--- src/hw/led_pkg.sv ---
package led_pkg;

  // pwm resolution per colour channel
  localparam int PWM_BITS = 8;

  // pattern memory geometry
  localparam int MEM_DEPTH  = 16;
  localparam int ADDR_BITS  = 4;   // log2 of MEM_DEPTH
  localparam int ENTRY_BITS = 32;  // one packed pattern_entry_t

  // sequencer tick = 2**TICK_DIV_LOG2 clk cycles
  localparam int TICK_DIV_LOG2 = 4;

  // pattern opcodes, top two bits of an entry
  typedef enum logic [1:0] {
    op_set  = 2'd0,  // load colour, then hold
    op_fade = 2'd1,  // step toward colour once per tick, then hold
    op_jump = 2'd2,  // counted jump, red = target, green = repeats
    op_halt = 2'd3   // stop, colour stays
  } opcode_t;

  // sequencer fsm
  typedef enum logic [2:0] {
    st_idle,   // waiting for run
    st_fetch,  // request out on the memory port
    st_wait,   // registered read data arriving
    st_exec,   // decode, fade steps live here too
    st_hold    // counting hold ticks
  } seq_state_t;

  // one program word, msb first
  // bits 31:30 opcode
  // bits 29:24 arg, hold length minus one
  // bits 23:16 red, also jump target (low ADDR_BITS)
  // bits 15:8  green, also jump repeat count
  // bits 7:0   blue
  typedef struct packed {
    opcode_t             opcode;
    logic [5:0]          arg;
    logic [PWM_BITS-1:0] red;
    logic [PWM_BITS-1:0] green;
    logic [PWM_BITS-1:0] blue;
  } pattern_entry_t;

endpackage

--- src/hw/mem_if.sv ---
`timescale 1ns/1ps

// one access port into the pattern memory
// transfer = req_valid & req_ready at a rising edge
// rdata valid in the cycle after the transfer
interface mem_if;

  logic                            req_valid;  // requester wants an access
  logic                            req_ready;  // arbiter grants this cycle
  logic                            we;         // 1 = write, 0 = read
  logic [led_pkg::ADDR_BITS-1:0]   addr;
  logic [led_pkg::ENTRY_BITS-1:0]  wdata;
  logic [led_pkg::ENTRY_BITS-1:0]  rdata;      // registered read data

  // master side, holds addr/we/wdata until ready
  modport requester (
    output req_valid,
    output we,
    output addr,
    output wdata,
    input  req_ready,
    input  rdata
  );

  // memory side
  modport arbiter (
    input  req_valid,
    input  we,
    input  addr,
    input  wdata,
    output req_ready,
    output rdata
  );

endinterface

--- src/hw/pattern_mem_arbiter.sv ---
`timescale 1ns/1ps

module pattern_mem_arbiter (
  input  logic   clk,
  input  logic   arst_n,
  mem_if.arbiter host,  // host write port, low priority
  mem_if.arbiter seq    // sequencer fetch port, high priority
);

  // 16 x 32 pattern store
  logic [led_pkg::ENTRY_BITS-1:0] mem_q [led_pkg::MEM_DEPTH];

  logic                           seq_grant;   // sequencer access this cycle
  logic                           host_grant;  // host access this cycle
  logic                           acc_en;      // any access
  logic                           acc_we;
  logic [led_pkg::ADDR_BITS-1:0]  acc_addr;
  logic [led_pkg::ENTRY_BITS-1:0] acc_wdata;
  logic [led_pkg::ENTRY_BITS-1:0] rd_q;        // shared read register

  // fixed priority
  // sequencer is never stalled, host only gets the idle slots
  assign seq.req_ready  = 1'b1;
  assign host.req_ready = !seq.req_valid;

  assign seq_grant  = seq.req_valid & seq.req_ready;
  assign host_grant = host.req_valid & host.req_ready;  // exclusive with seq_grant
  assign acc_en     = seq_grant | host_grant;

  // steer the winning port onto the single memory port
  always_comb begin
    if (seq_grant) begin
      acc_we    = seq.we;
      acc_addr  = seq.addr;
      acc_wdata = seq.wdata;
    end else begin
      acc_we    = host.we;
      acc_addr  = host.addr;
      acc_wdata = host.wdata;
    end
  end

  // write port of the array
  always_ff @(posedge clk) begin
    if (acc_en && acc_we) begin
      mem_q[acc_addr] <= acc_wdata;  // visible to a fetch from the next edge on
    end
  end

  // registered read, old data on a same-address write
  always_ff @(posedge clk or negedge arst_n) begin
    if (!arst_n) begin
      rd_q <= '0;
    end else if (acc_en) begin
      rd_q <= mem_q[acc_addr];
    end
  end

  // each port sees the read register in the cycle after its own transfer
  assign seq.rdata  = rd_q;
  assign host.rdata = rd_q;

endmodule

--- src/hw/led_sequencer.sv ---
`timescale 1ns/1ps

module led_sequencer (
  input  logic                         clk,
  input  logic                         arst_n,
  input  logic                         run,     // start pulse, ignored while busy
  mem_if.requester                     mem,     // fetch port, read only
  output logic                         busy,
  output logic [led_pkg::PWM_BITS-1:0] duty_r,
  output logic [led_pkg::PWM_BITS-1:0] duty_g,
  output logic [led_pkg::PWM_BITS-1:0] duty_b
);

  logic [led_pkg::TICK_DIV_LOG2-1:0] presc_q;   // free running prescaler
  logic                              tick;
  led_pkg::seq_state_t               state_q;
  led_pkg::pattern_entry_t           ir_q;      // entry being executed
  logic [led_pkg::ADDR_BITS-1:0]     pc_q;      // address of ir_q
  logic [led_pkg::ADDR_BITS-1:0]     pc_inc;
  logic [led_pkg::ADDR_BITS-1:0]     jmp_tgt;
  logic [5:0]                        hold_q;    // remaining hold ticks minus one
  logic [led_pkg::PWM_BITS-1:0]      rep_q;     // the single repeat counter
  logic [led_pkg::PWM_BITS-1:0]      rep_cur;
  logic                              rep_act_q; // rep_q belongs to jump at rep_pc_q
  logic [led_pkg::ADDR_BITS-1:0]     rep_pc_q;
  logic [led_pkg::PWM_BITS-1:0]      col_r_q, col_g_q, col_b_q;
  logic [led_pkg::PWM_BITS-1:0]      fade_r, fade_g, fade_b;
  logic                              fade_done;

  // one step of a fade toward tgt
  function automatic logic [led_pkg::PWM_BITS-1:0] step_to(
    input logic [led_pkg::PWM_BITS-1:0] cur,
    input logic [led_pkg::PWM_BITS-1:0] tgt
  );
    if (cur < tgt) return cur + 1'b1;
    if (cur > tgt) return cur - 1'b1;
    return cur;
  endfunction

  assign tick    = &presc_q;                            // once per 16 cycles
  assign pc_inc  = pc_q + 1'b1;                         // 15 wraps to 0
  assign jmp_tgt = ir_q.red[led_pkg::ADDR_BITS-1:0];

  assign fade_r    = step_to(col_r_q, ir_q.red);
  assign fade_g    = step_to(col_g_q, ir_q.green);
  assign fade_b    = step_to(col_b_q, ir_q.blue);
  assign fade_done = (fade_r == ir_q.red) && (fade_g == ir_q.green) && (fade_b == ir_q.blue);

  // a jump seen fresh takes its count from green, a repeat uses rep_q
  assign rep_cur = (rep_act_q && rep_pc_q == pc_q) ? rep_q : ir_q.green;

  // fetch port, one read per entry
  assign mem.req_valid = (state_q == led_pkg::st_fetch);
  assign mem.we        = 1'b0;
  assign mem.addr      = pc_q;
  assign mem.wdata     = '0;

  assign busy   = (state_q != led_pkg::st_idle);
  assign duty_r = col_r_q;
  assign duty_g = col_g_q;
  assign duty_b = col_b_q;

  // latch the entry while it sits on rdata
  always_ff @(posedge clk) begin
    if (state_q == led_pkg::st_wait) ir_q <= led_pkg::pattern_entry_t'(mem.rdata);
  end

  always_ff @(posedge clk or negedge arst_n) begin
    if (!arst_n) begin
      presc_q   <= '0;
      state_q   <= led_pkg::st_idle;
      pc_q      <= '0;
      hold_q    <= '0;
      rep_q     <= '0;
      rep_act_q <= 1'b0;
      rep_pc_q  <= '0;
      col_r_q   <= '0;
      col_g_q   <= '0;
      col_b_q   <= '0;
    end else begin
      presc_q <= presc_q + 1'b1;  // never restarted
      case (state_q)
        led_pkg::st_idle: if (run) begin
          pc_q      <= '0;
          rep_act_q <= 1'b0;
          state_q   <= led_pkg::st_fetch;
        end
        led_pkg::st_fetch: if (mem.req_ready) state_q <= led_pkg::st_wait;
        led_pkg::st_wait:  state_q <= led_pkg::st_exec;
        led_pkg::st_exec: begin
          case (ir_q.opcode)
            led_pkg::op_set: begin
              col_r_q <= ir_q.red;
              col_g_q <= ir_q.green;
              col_b_q <= ir_q.blue;
              hold_q  <= ir_q.arg;
              state_q <= led_pkg::st_hold;
            end
            led_pkg::op_fade: if (tick) begin
              col_r_q <= fade_r;
              col_g_q <= fade_g;
              col_b_q <= fade_b;
              if (fade_done) begin  // target reached on this tick
                hold_q  <= ir_q.arg;
                state_q <= led_pkg::st_hold;
              end
            end
            led_pkg::op_jump: begin
              if (rep_cur != '0) begin
                rep_q     <= rep_cur - 1'b1;
                rep_act_q <= 1'b1;
                rep_pc_q  <= pc_q;
                pc_q      <= jmp_tgt;
              end else begin
                rep_act_q <= 1'b0;  // loop done, next visit is fresh
                pc_q      <= pc_inc;
              end
              state_q <= led_pkg::st_fetch;
            end
            default: state_q <= led_pkg::st_idle;  // halt, colour kept
          endcase
        end
        led_pkg::st_hold: if (tick) begin
          if (hold_q == '0) begin
            pc_q    <= pc_inc;
            state_q <= led_pkg::st_fetch;
          end else begin
            hold_q <= hold_q - 1'b1;
          end
        end
        default: state_q <= led_pkg::st_idle;
      endcase
    end
  end

endmodule

--- src/hw/rgb_pwm.sv ---
`timescale 1ns/1ps

module rgb_pwm (
  input  logic                         clk,
  input  logic                         arst_n,
  input  logic [led_pkg::PWM_BITS-1:0] duty_r,
  input  logic [led_pkg::PWM_BITS-1:0] duty_g,
  input  logic [led_pkg::PWM_BITS-1:0] duty_b,
  output logic                         led_r,
  output logic                         led_g,
  output logic                         led_b
);

  logic [led_pkg::PWM_BITS-1:0] cnt_q;        // 256 cycle period
  logic                         wrap;
  logic [led_pkg::PWM_BITS-1:0] duty_in  [3]; // r, g, b
  logic [led_pkg::PWM_BITS-1:0] shadow_q [3]; // duty used this period
  logic [2:0]                   led_q;

  assign duty_in[0] = duty_r;
  assign duty_in[1] = duty_g;
  assign duty_in[2] = duty_b;
  assign wrap       = &cnt_q;  // last count of the period

  always_ff @(posedge clk or negedge arst_n) begin
    if (!arst_n) begin
      cnt_q <= '0;
      led_q <= '0;
      for (int i = 0; i < 3; i++) shadow_q[i] <= '0;
    end else begin
      cnt_q <= cnt_q + 1'b1;
      for (int i = 0; i < 3; i++) begin
        if (wrap) shadow_q[i] <= duty_in[i];  // new colour only at period start
        led_q[i] <= (cnt_q < shadow_q[i]);   // duty high cycles per period
      end
    end
  end

  assign led_r = led_q[0];
  assign led_g = led_q[1];
  assign led_b = led_q[2];

endmodule

--- src/hw/led_pattern_top.sv ---
`timescale 1ns/1ps

module led_pattern_top (
  input  logic                           clk,
  input  logic                           arst_n,
  // host write port
  input  logic                           wr_valid,
  input  logic [led_pkg::ADDR_BITS-1:0]  wr_addr,
  input  logic [led_pkg::ENTRY_BITS-1:0] wr_data,
  output logic                           wr_ready,  // low while the sequencer fetches
  // control
  input  logic                           run,
  output logic                           busy,
  // pwm outputs
  output logic                           led_r,
  output logic                           led_g,
  output logic                           led_b
);

  mem_if host_mem ();  // host side, write only
  mem_if seq_mem ();   // sequencer fetches

  logic [led_pkg::PWM_BITS-1:0] duty_r, duty_g, duty_b;

  // plain host port onto the bundle
  assign host_mem.req_valid = wr_valid;
  assign host_mem.we        = 1'b1;
  assign host_mem.addr      = wr_addr;
  assign host_mem.wdata     = wr_data;
  assign wr_ready           = host_mem.req_ready;

  pattern_mem_arbiter pattern_mem_arbiter_i (
    .clk    (clk),
    .arst_n (arst_n),
    .host   (host_mem),
    .seq    (seq_mem)
  );

  led_sequencer led_sequencer_i (
    .clk    (clk),
    .arst_n (arst_n),
    .run    (run),
    .mem    (seq_mem),
    .busy   (busy),
    .duty_r (duty_r),
    .duty_g (duty_g),
    .duty_b (duty_b)
  );

  rgb_pwm rgb_pwm_i (
    .clk    (clk),
    .arst_n (arst_n),
    .duty_r (duty_r),
    .duty_g (duty_g),
    .duty_b (duty_b),
    .led_r  (led_r),
    .led_g  (led_g),
    .led_b  (led_b)
  );

endmodule

--- config.mk ---
export PLATFORM = sky130hd
export DESIGN_NAME = led_pattern_top
export DESIGN_NICKNAME = d
export VERILOG_FILES = /design/src/hw/led_pkg.sv /design/src/hw/mem_if.sv /design/src/hw/pattern_mem_arbiter.sv /design/src/hw/led_sequencer.sv /design/src/hw/rgb_pwm.sv /design/src/hw/led_pattern_top.sv
export SDC_FILE = /design/constraint.sdc
export NUM_CORES = 1
export LEC_CHECK = 0
export BUFFER_PORTS_ARGS = -buffer_cell sky130_fd_sc_hd__buf_2
export CAP_MARGIN = 20
export CORE_MARGIN = 2
export CORE_UTILIZATION = 50
export CTS_BUF_LIST = sky130_fd_sc_hd__clkbuf_8
export DETAILED_ROUTE_END_ITERATION = 12
export PLACE_DENSITY_LB_ADDON = 0.12
export SLEW_MARGIN = 20
export SYNTH_ARGS = -nofsm -noshare
export SYNTH_HDL_FRONTEND = slang
export SYNTH_SLANG_ARGS = --single-unit
--- constraint.sdc ---
create_clock -name clk -period 6.9 [get_ports clk]
set_clock_uncertainty 0.1 [all_clocks]
set_input_delay 1.38 -clock clk [delete_from_list [all_inputs] [get_ports clk]]
set_output_delay 1.38 -clock clk [all_outputs]
set_load 0.02 [all_outputs]
==> results of run 1 <==
synth_stat cells, drive strengths merged, types with 23 or more instances:
| cell | count | area (sq um) |
|---|---|---|
| nand2 | 579 | 2170 |
| edfxtp | 544 | 16300 |
| nand3 | 160 | 801 |
| clkbuf | 149 | 559 |
| dfrtp | 121 | 3030 |
| a311oi | 100 | 876 |
| a21oi | 92 | 464 |
| nor2 | 83 | 317 |
| and3 | 77 | 482 |
| inv | 62 | 233 |
| o21ai | 58 | 290 |
| ha | 56 | 701 |
| a211oi | 43 | 323 |
| a31oi | 41 | 257 |
| a21o | 38 | 285 |
| and2 | 38 | 238 |
| nor3 | 24 | 120 |
| mux2 | 23 | 259 |
| mux2i | 23 | 230 |
| xnor2 | 23 | 201 |
cell families (layout without fill, tap and decap cells):
kind of cell,Yosys count,after routing,synth area share (%)
buffers and inverters,225,349,2.87
DFF,665,665,65.3
adders and majority gates,56,56,2.36
other,0,3,0
muxes,46,46,1.65
AOI/OAI and AO/OA,466,466,11.1
xor gates and xnor gates,36,36,1.06
and+or+nand+nor,1033,1033,15.7
worst min-delay path by stage:
stage	slack, ps	end
finish	340	led_sequencer_i.ir_q[22]
global route	370	led_sequencer_i.ir_q[25]
CTS	350	led_sequencer_i.presc_q[0]
detailed placement	340	led_sequencer_i.ir_q[24]
global placement	340	led_sequencer_i.ir_q[24]
floorplan	320	led_sequencer_i.presc_q[0]
state kept, by name, indices dropped and copies added, names as in the netlist, 4 cells and up:
name	flops
led_sequencer_i.duty_g	8
led_sequencer_i.duty_r	8
led_sequencer_i.presc_q	4
led_sequencer_i.rep_pc_q	4
rgb_pwm_i.cnt_q	8
led_sequencer_i.mem.addr	4
led_sequencer_i.duty_b	8
rgb_pwm_i.shadow_q	24
led_sequencer_i.rep_q	8
pattern_mem_arbiter_i.mem_q	512
led_sequencer_i.ir_q	32
led_sequencer_i.hold_q	6
pattern_mem_arbiter_i.host.rdata	32
metrics by stage:
stage          power, mW  worst slack [ps]  cell area (sq um)  hold slack (ps)  cells
6_report            13.3              2580              33000              342   3427
4_1_cts             13.4              2650              33000              352   3423
3_3_place_gp        9.78              2780              30700              335   3215
2_1_floorplan       8.49              2100              29700              322   2527
3_5_place_dp        9.87              2700              30700              337   3215
5_1_grt             14.1              2310              33000              373   3425
layer usage:
layer  vias to the layer above  routed length, um  GRT usage, %
met5                         -                  0             0
met3                       132               4840          4.53
met2                       672              37100          42.1
li1                       9405                  -             -
met1                     10200              33600          34.7
met4                         0               1560          6.99
cells in the final DEF, fill, tap and decap left out, drive strengths merged, types with 17 or more instances in the layout:
cell type / Yosys / final
o22ai: 17 / 17
clkbuf: 149 / 132
inv: 62 / 110
a311oi: 100 / 100
mux2i: 23 / 23
xnor2: 23 / 23
a31oi: 41 / 41
a21oi: 92 / 92
nand2: 579 / 579
clkinv: 0 / 23
a21o: 38 / 38
dfrtp: 121 / 121
and2: 38 / 38
nand2b: 17 / 17
nand3: 160 / 160
nor2: 83 / 83
o21ai: 58 / 58
ha: 56 / 56
nor3: 24 / 24
mux2: 23 / 23
a211oi: 43 / 43
buf: 14 / 79
and3: 77 / 77
edfxtp: 544 / 544
worst reg2reg max path, stage by stage, from the launching register on:
cell and delay, ps:
edfxtp_1 540, inv_1 80, ha_1 290, nor2b_1 140, o211a_1 240, o21ai_1 640, a2111oi_2 250, a211o_1 310
a2111oi_0 530, and4_1 290, nand4_2 250, a21oi_2 380, mux2i_1 210
final cells by class:
type | instances | area (sq um)
antenna | 3 | 7.51
clock buffer | 132 | 1820
clock inverter | 76 | 450
fill | 5007 | 25800
inverter | 62 | 233
multi-input combinational | 1637 | 9640
sequential | 665 | 19400
tap | 773 | 967
timing repair buffer | 79 | 552
where the power goes:
part	switching, mW	internal (mW)	leakage, nW
combinational	2.79	1.38	4.56
sequential	0.556	5.10	6.48
clock	1.62	1.86	1.33
==> flow_summary.yaml, run 1 <==
synthesis:
  synth-edff-count: 544
  seq_area_frac_synth_pct: 65.3
  async_flop_share_pct: 18.2
  syn-cell-area_sq_um: 29700
  ys_ff_latch: 665
  synth_warnings: 0
  synth-main-ff-cell: "edfxtp_1"
  ys_types: 75
  synthCells: 2527
  post_synth.cell_area_avg_sq_um: 11.7
  synth_nets: 2623
sta:
  fin_crit_sh_pct: 62.7
  fin_tns_setup_ps: 0
  slew_headroom_pct: 29.6
  finalSetupViolCount: 0
  rsz0062_at_grt: "false"
  fmax_ghz: 0.231
  post-route-min-period_ps: 4320
  slew_viol_final: 0
  tightest_slew_ps: 1060
  finalHoldViolCount: 0
global_routing:
  grt_usage_pct: 25.4
  antenna_found_initial: 2
  grt_max_degree: 193
  grt_overflow: 0
  grt_pass1_vias: 19600
  grt_pass1_wl_um: 118000
floorplanning:
  initial_core_util_pct: 50.4
  die_w_um: 248
  rows: 89
  fp.dieH_um: 248
  dieArea_sq_um: 61300
  core_region_area_sq_um: 58800
  io_pins: 45
setup_path:
  r2r_cells: 12
  path_buf_inv: 1
  cp_slowest_cell: "o21ai_1"
  path_max_fanout: 11
  reg2reg_slack_ps: 2580
  startpoint: "led_sequencer_i.ir_q[17]"
  cp.required_ps: 7440
  cp_num_cells: 12
  crit_path_cell_trace: "inv_1, ha_1, nor2b_1, o211a_1, o21ai_1, a2111oi_2, a211o_1, a2111oi_0, and4_1, nand4_2, a21oi_2, mux2i_1"
  timing.rr.start: "led_sequencer_i.ir_q[17]"
  critPathCaptureType: "flip-flop"
  crit_type: "flip-flop to flip-flop"
  cp.arrival_ps: 4860
  cp-endpoint: "led_sequencer_i.hold_q[1]"
  cpPeakStageDelay_ps: 640
  crit_family: "compound AO/OA/AOI/OAI gates"
  regToRegEndpoint: "led_sequencer_i.hold_q[1]"
  cp-start-kind: "flip-flop"
placed_design:
  port_buffers: 44
  place.gp.congestion: 0.887
  dp_hpwl_um: 41900
min_path:
  hp-start: "pattern_mem_arbiter_i.host.rdata[22]"
  hold_path.class: "flip-flop to flip-flop"
  hold_depth: 0
clock_tree:
  insertion_delay_ps: 750
  cts_hold_buf: 0
  ctsResizeCount: 0
  cts-root-buf: "clkbuf_8"
  clkSinkCount: 665
  cts_post_setup_buffers_inserted: 0
  max-clock-path-buffers: 3
  cts_buffers: 110
  path_clk_slew_ps: 60
  cts_max_level: 3
  cts_tree: "built"
routing:
  dr_total_vias: 20400
  drt_iter0_markers: 1771
  postRouteWirelength_um: 77100
  final_antenna_net_count: 0
  drc_errors: 0
  first_pass_iters: 5
  drt-vias-per-instance: 5.95
  wl_per_cell_um: 22.5
cells_and_area:
  syn_to_final_growth_pct: 11.4
  utilization_pct: 56.2
  fin_nets: 2651
  drive_gt1_share_pct: 11.3
run:
  cap_viol_max_count: 0
outcome:
  status: "finished clean"
pwr:
  power.density_nw_per_um2: 403
  p_leak_nw: 12.4
  worst_ir_drop_vdd_mv: 0.324
No activity file was read; power rests on OpenSTA's default activity.
==> run 2, diff against run 1 <==
Clock period 6.9 ns to 4.1 ns, I/O delays scaled along.
==> run 2 against run 1 <==
Effect of this change:
- via count increased by 0.95%
- global-route usage increased by 0.13 points
- final cell count increased by 1.5%
- routed wire length increased by 1.1%
- sequential share of layout area decreased by 1.1 points
- hold slack got worse by 320 ps
- non-clock buffer count increased by 65
- worst setup slack got worse by 2300 ps
- combinational power increased by 92%
- largest cell class unchanged
- largest power group unchanged
- highest routed layer unchanged
==> flow_summary.yaml, run 2 (synthesis results as in run 1) <==
clock_tree:
  path_clk_slew_ps: 70
  cts_hold_buf: 0
  clkSinkCount: 665
  cts_post_setup_buffers_inserted: 0
  cts_tree: "built"
  insertion_delay_ps: 720
  cts-root-buf: "clkbuf_8"
  max-clock-path-buffers: 3
  ctsResizeCount: 0
  cts_max_level: 3
  cts_buffers: 108
global_routing:
  grt_pass1_vias: 19800
  grt_pass1_wl_um: 118000
  grt_usage_pct: 25.5
  grt_max_degree: 72
  grt_overflow: 0
  antenna_found_initial: 4
cells_and_area:
  final_common_cell: "nand2_1"
  final_cell_mix: "577 x nand2_1, 544 x edfxtp_1, 160 x nand3_1"
  fin_nets: 2714
  drive_gt1_share_pct: 12.9
  top_register: "pattern_mem_arbiter_i.mem_q"
  largest_reg_flops: 512
  syn_to_final_growth_pct: 13.6
  fin_cells: 3479
  final_cell_area_sq_um: 33700
pwr:
  total_power_mw: 22.7
  p_int_mw: 14.2
  p_leak_nw: 12.6
  power_frac_comb_pct: 35.3
  swShare_pct: 37.3
  power.density_nw_per_um2: 674
  worst_ir_drop_vdd_mv: 0.328
  clkPwrFrac_pct: 24.4
  p_sw_mw: 8.47
  p_seq_share_pct: 40.4
floorplanning:
  io_pins: 45
  die_w_um: 248
  fp.dieH_um: 248
  core_region_area_sq_um: 58800
  dieArea_sq_um: 61300
  initial_core_util_pct: 50.4
  rows: 89
setup_path:
  timing.rr.start: "led_sequencer_i.duty_g[6]"
  critPathCaptureType: "flip-flop"
  crit_path_cell_trace: "ha_1, nand4_1, o21ai_1, mux2i_1, o21ai_1, mux2_2, a2111o_1, nor4_2, nand4_2, a221oi_2, a2bb2oi_1"
  cp.required_ps: 4640
  cp-start-kind: "flip-flop"
  cp.arrival_ps: 4390
  cpPeakStageDelay_ps: 490
  path_buf_inv: 0
  cp_slowest_cell: "dfrtp_1"
  crit_type: "flip-flop to flip-flop"
  startpoint: "led_sequencer_i.duty_g[6]"
  path_max_fanout: 10
  crit_family: "compound AO/OA/AOI/OAI gates"
  crit_path_frequent_cell: "o21ai_1"
routing:
  wl_per_cell_um: 22.4
  drc_errors: 0
  first_pass_iters: 5
  drt-vias-per-instance: 5.92
  postRouteWirelength_um: 77900
  dr_total_vias: 20600
  final_antenna_net_count: 0
  drt_iter0_markers: 1859
sta:
  whs_ps: 21.2
  tightest_slew_ps: 1110
  finalHoldViolCount: 0
  finalSetupViolCount: 0
  fmax_ghz: 0.260
  slew_viol_final: 0
  fin_crit_sh_pct: 93.9
  slew_headroom_pct: 25.9
  post-route-min-period_ps: 3850
run:
  cap_viol_max_count: 0
outcome:
  status: "finished clean"
placed_design:
  port_buffers: 44
  place.gp.congestion: 0.870
  place_inst: 3281
  placed_area_sq_um: 31600
  dp_hpwl_um: 45800
min_path:
  hold_path.class: "input pin to async pin"
[run 2: cell count changes in the layout (fill, tap and decap cells not counted), moves of 2 or more]
cell / change
clkinv_1: +19
clkbuf_8: -22
bufinv_16: +3
buf_4: +37
inv_16: -2
clkinvlp_4: +3
buf_12: +28
inv_8: +2
inv_1: -15
[run 2: per-stage QoR]
| stage | setup TNS, ps | util [%] | setup WS (ps) |
|---|---|---|---|
| 2_1_floorplan | -33900 | - | -270 |
| 3_3_place_gp | 0 | 53.7 | 220 |
| 3_5_place_dp | 0 | 53.7 | 134 |
| 4_1_cts | 0 | 57.2 | 118 |
| 5_1_grt | -12.3 | 57.3 | -12.3 |
| 6_report | 0 | 57.3 | 250 |
[run 2: power groups by stage]
stage / clock network (mW) / logic [mW] / registers [mW]
floorplan: 0 / 5.22 / 9.06
global placement: 0 / 7.82 / 9.26
detailed placement: 0 / 7.95 / 9.30
CTS: 5.66 / 7.98 / 9.16
global route: 5.96 / 8.76 / 9.25
finish: 5.53 / 8.00 / 9.17
[run 2: worst register-to-register path: cells and delay by family, from the launching register on]
family	cells	cell delay [ps]
adder cells (fa/ha/maj)	1	380
flip-flops	1	490
AO/OA/AOI/OAI	5	1420
AND/OR/NAND/NOR	3	900
multiplexers	2	490
[run 2: per-layer routing]
layer  wire length, um  track usage [%]  share of wire, %
met2             37900             42.0                49
met1             33700             35.1                43
met3              4610             3.96               5.9
met5                 0                0                 0
met4              1700             8.00               2.2
[run 2: final cells by class]
| class | instances | area [sq um] |
|---|---|---|
| repair buffers | 144 | 1390 |
| flip-flops and latches | 665 | 19400 |
| diodes | 4 | 10.0 |
| fillers | 4915 | 25100 |
| multi-input cells | 1637 | 9660 |
| clock inverters | 84 | 539 |
| clock buffers | 110 | 1510 |
| inverters | 62 | 233 |
| well taps | 773 | 967 |
[run 2: final timing paths]
kind                                               to  depth (start not counted)  slack (ps)
setup / recovery            led_sequencer_i.hold_q[4]                         11         250
hold / removal               led_sequencer_i.rep_q[5]                          1          20
setup reg to reg            led_sequencer_i.hold_q[4]                         11         250
hold reg to reg            led_sequencer_i.presc_q[0]                          1         350
max in group asynchronous   led_sequencer_i.duty_b[2]                          2        3150
min in group clk           led_sequencer_i.presc_q[0]                          1         350
==> run 3, diff against run 2 <==
Settings changed: BUFFER_PORTS_ARGS -buffer_cell sky130_fd_sc_hd__buf_2 to -buffer_cell sky130_fd_sc_hd__buf_4, CTS_CLUSTER_SIZE from default to 24, SYNTH_HIERARCHICAL from default to 1.
==> run 3 against run 2 <==
Effect of this change:
- global-route usage up 2.2 points
- sequential power up 3.9%
- core utilization is 0.62 points lower
- clock power increased by 5.4%
- maximum frequency rose by 1.2%
- area after synthesis increased by 3.2%
- synthesized cell count decreased by 5.5%
- combinational power increased by 7.4%
- sequential share of layout area decreased by 0.98 points
- hold slack better by 330 ps
- largest power group unchanged
==> flow_summary.yaml, run 3 <==
synthesis:
  synth_most_common_cell: "edfxtp_1"
  seq_area_frac_synth_pct: 63.3
  synth_area_leaders: "edfxtp_1 53%, dfrtp_1 9.9%, o21ai_0 5.0%, ha_1 2.3%, o2111a_1 2.3%"
  ys_top_cells_by_count: "544 x edfxtp_1, 308 x o21ai_0, 131 x nand2_1"
  synth-main-ff-cell: "edfxtp_1"
  synth_xor_area_share_pct: 1.35
  syn-cell-area_sq_um: 30600
  synth-compound-area-share_pct: 18.0
  synth_mux_area_share_pct: 3.03
  synth_top_family_by_area: "compound AO/OA/AOI/OAI gates"
  async_flop_share_pct: 18.2
  ys_ff_latch: 665
  synth_top_area_share_pct: 53.4
  synth-simple-area-share_pct: 6.31
  synth_warnings: 6
  ys_types: 103
  synth-edff-count: 544
  synth_adder_area_share_pct: 2.33
  post_synth.cell_area_avg_sq_um: 12.8
  synthCells: 2389
  yosys.area.top_type: "edfxtp_1"
clock_tree:
  cts_tree: "built"
  max-clock-path-buffers: 3
  cts-root-buf: "clkbuf_8"
  cts_post_setup_buffers_inserted: 0
  insertion_delay_ps: 730
  path_clk_slew_ps: 60
  cts_buffers: 109
  clkSinkCount: 665
  ctsResizeCount: 0
  cts_max_level: 3
sta:
  finalHoldViolCount: 0
  fmax_ghz: 0.263
  fin_crit_sh_pct: 92.8
  post-route-min-period_ps: 3800
  timing.final.ws_setup_ps: 296
  rsz0062_at_grt: "false"
  slew_viol_final: 0
  tightest_slew_ps: 1150
  finalSetupViolCount: 0
  whs_ps: 356
  slew_headroom_pct: 23.1
placed_design:
  place.gp.congestion: 0.845
  port_buffers: 44
  dp_hpwl_um: 51500
  place_ws_ps: 312
cells_and_area:
  drive_gt1_share_pct: 17.6
  fillCellCount: 4975
  top_register: "pattern_mem_arbiter_i/mem_q"
  final_cell_mix: "544 x edfxtp_1, 308 x o21ai_0, 178 x inv_1"
  largest_reg_flops: 512
  multi_input_area_sq_um: 9880
  syn_to_final_growth_pct: 12.0
  fin_nets: 2546
  seq_area_sq_um: 19400
  utilization_pct: 56.7
  final_common_cell: "edfxtp_1"
min_path:
  hp-start: "pattern_mem_arbiter_i/host.rdata[3]"
  hold_depth: 0
  holdPathEnd: "led_sequencer_i/ir_q[3]"
  hold_path.class: "flip-flop to flip-flop"
routing:
  dr_total_vias: 20800
  drc_errors: 0
  final_antenna_net_count: 0
  wl_per_cell_um: 26.2
  first_pass_iters: 6
  drt_iter0_markers: 1987
  drt-vias-per-instance: 6.26
  postRouteWirelength_um: 87100
floorplanning:
  die_w_um: 251
  dieArea_sq_um: 63200
  core_region_area_sq_um: 60500
  rows: 90
  initial_core_util_pct: 50.6
  fp.dieH_um: 251
  io_pins: 45
setup_path:
  crit_path_cell_trace: "inv_1, ha_1, nand4_2, nor2_2, or4b_1, a21oi_1, o221ai_1, or4_4, nor4_4, nand4b_4, a21o_4, a211o_1"
  reg2reg_slack_ps: 300
  cp_slowest_cell: "or4b_1"
  crit_family: "simple AND/OR/NAND/NOR gates"
  timing.rr.start: "led_sequencer_i/ir_q[5]"
  path_max_fanout: 6
  path_buf_inv: 1
  r2r_cells: 12
  cp.required_ps: 4610
  cpPeakStageDelay_ps: 470
  crit_type: "flip-flop to flip-flop"
  critPathCaptureType: "flip-flop"
  cp.arrival_ps: 4310
  regToRegEndpoint: "led_sequencer_i/hold_q[0]"
  cp-start-kind: "flip-flop"
global_routing:
  grt_usage_pct: 27.7
  antenna_found_initial: 4
  grt_overflow: 0
  grt_pass1_vias: 20600
  grt_pass1_wl_um: 131000
  grt_max_degree: 128
pwr:
  power.density_nw_per_um2: 699
  p_leak_nw: 12.0
  total_power_mw: 23.9
  worst_ir_drop_vdd_mv: 0.511
outcome:
  status: "finished clean"
run:
  cap_viol_max_count: 0
[run 3: cell count changes after synthesis, moves of 33 or more]
| cell | before | now |
|---|---|---|
| nand2_1 | 579 | 131 |
| o21ai_1 | 11 | 64 |
| o32a_1 | 0 | 33 |
| and2_1 | 38 | 4 |
| clkbuf_1 | 149 | 112 |
| o221ai_1 | 1 | 35 |
| and3_1 | 77 | 10 |
| inv_1 | 61 | 130 |
| o21ai_0 | 47 | 308 |
| nand3_1 | 160 | 25 |
| o2111a_1 | 1 | 62 |
| buf_4 | 0 | 71 |
| a311oi_1 | 100 | 2 |
[run 3: routing by layer]
| layer | vias up | routed length (um) | global-route usage [%] |
|---|---|---|---|
| met5 | - | 25 | 0 |
| met4 | 4 | 2710 | 9.25 |
| met3 | 204 | 6470 | 5.71 |
| met2 | 840 | 42100 | 45.8 |
| met1 | 10600 | 35900 | 36.7 |
| li1 | 9232 | - | - |
[run 3: final cells by class]
cell class                      count  area share (%)
Multi-Input combinational cell   1402            28.8
Clock inverter                     80            1.46
Tap cell                          782            2.86
Sequential cell                   665            56.5
Timing Repair Buffer              140            3.79
Antenna cell                        2          0.0146
Clock buffer                      127            5.10
Inverter                          131            1.44
[run 3: cells by family after synthesis]
kind of cell,Yosys count
adder cells (fa/ha/maj),57
AND/OR/NAND/NOR,385
AO/OA/AOI/OAI,803
buffers and inverters,354
flip-flops,665
XOR/XNOR,47
multiplexers,75
other,3
[run 3: where the power goes]
group	switching [mW]	internal, mW	leakage [nW]
combinational	5.62	2.97	4.27
clock	2.73	3.10	1.32
sequential	0.727	8.80	6.43
[run 3: per-stage QoR]
stage / instance area [sq um] / TNS [ps] / std cells
after floorplan: 30800 / -51940 / 2421
after global placement: 32000 / 0 / 3117
after detailed placement: 32000 / 0 / 3119
after CTS: 34300 / 0 / 3327
after global routing: 34300 / 0 / 3327
final: 34300 / 0 / 3329
[run 3: worst max path at each step]
stage	from	end	depth (start not counted)
floorplan	led_sequencer_i/state_q[1]	pattern_mem_arbiter_i/mem_q[4][0]	7
global placement	led_sequencer_i/ir_q[5]	led_sequencer_i/hold_q[0]	12
detailed placement	led_sequencer_i/ir_q[5]	led_sequencer_i/hold_q[0]	12
CTS	led_sequencer_i/ir_q[5]	led_sequencer_i/hold_q[0]	12
global route	led_sequencer_i/ir_q[1]	led_sequencer_i/hold_q[0]	12
finish	led_sequencer_i/ir_q[5]	led_sequencer_i/hold_q[0]	12
[run 3: what timing repair did]
| action | 4_1_cts | 5_1_grt |
|---|---|---|
| endpoints found under the hold margin | 53 | 0 |
| endpoints found under the setup margin | 0 | 0 |
| hold buffers | 1 | 0 |
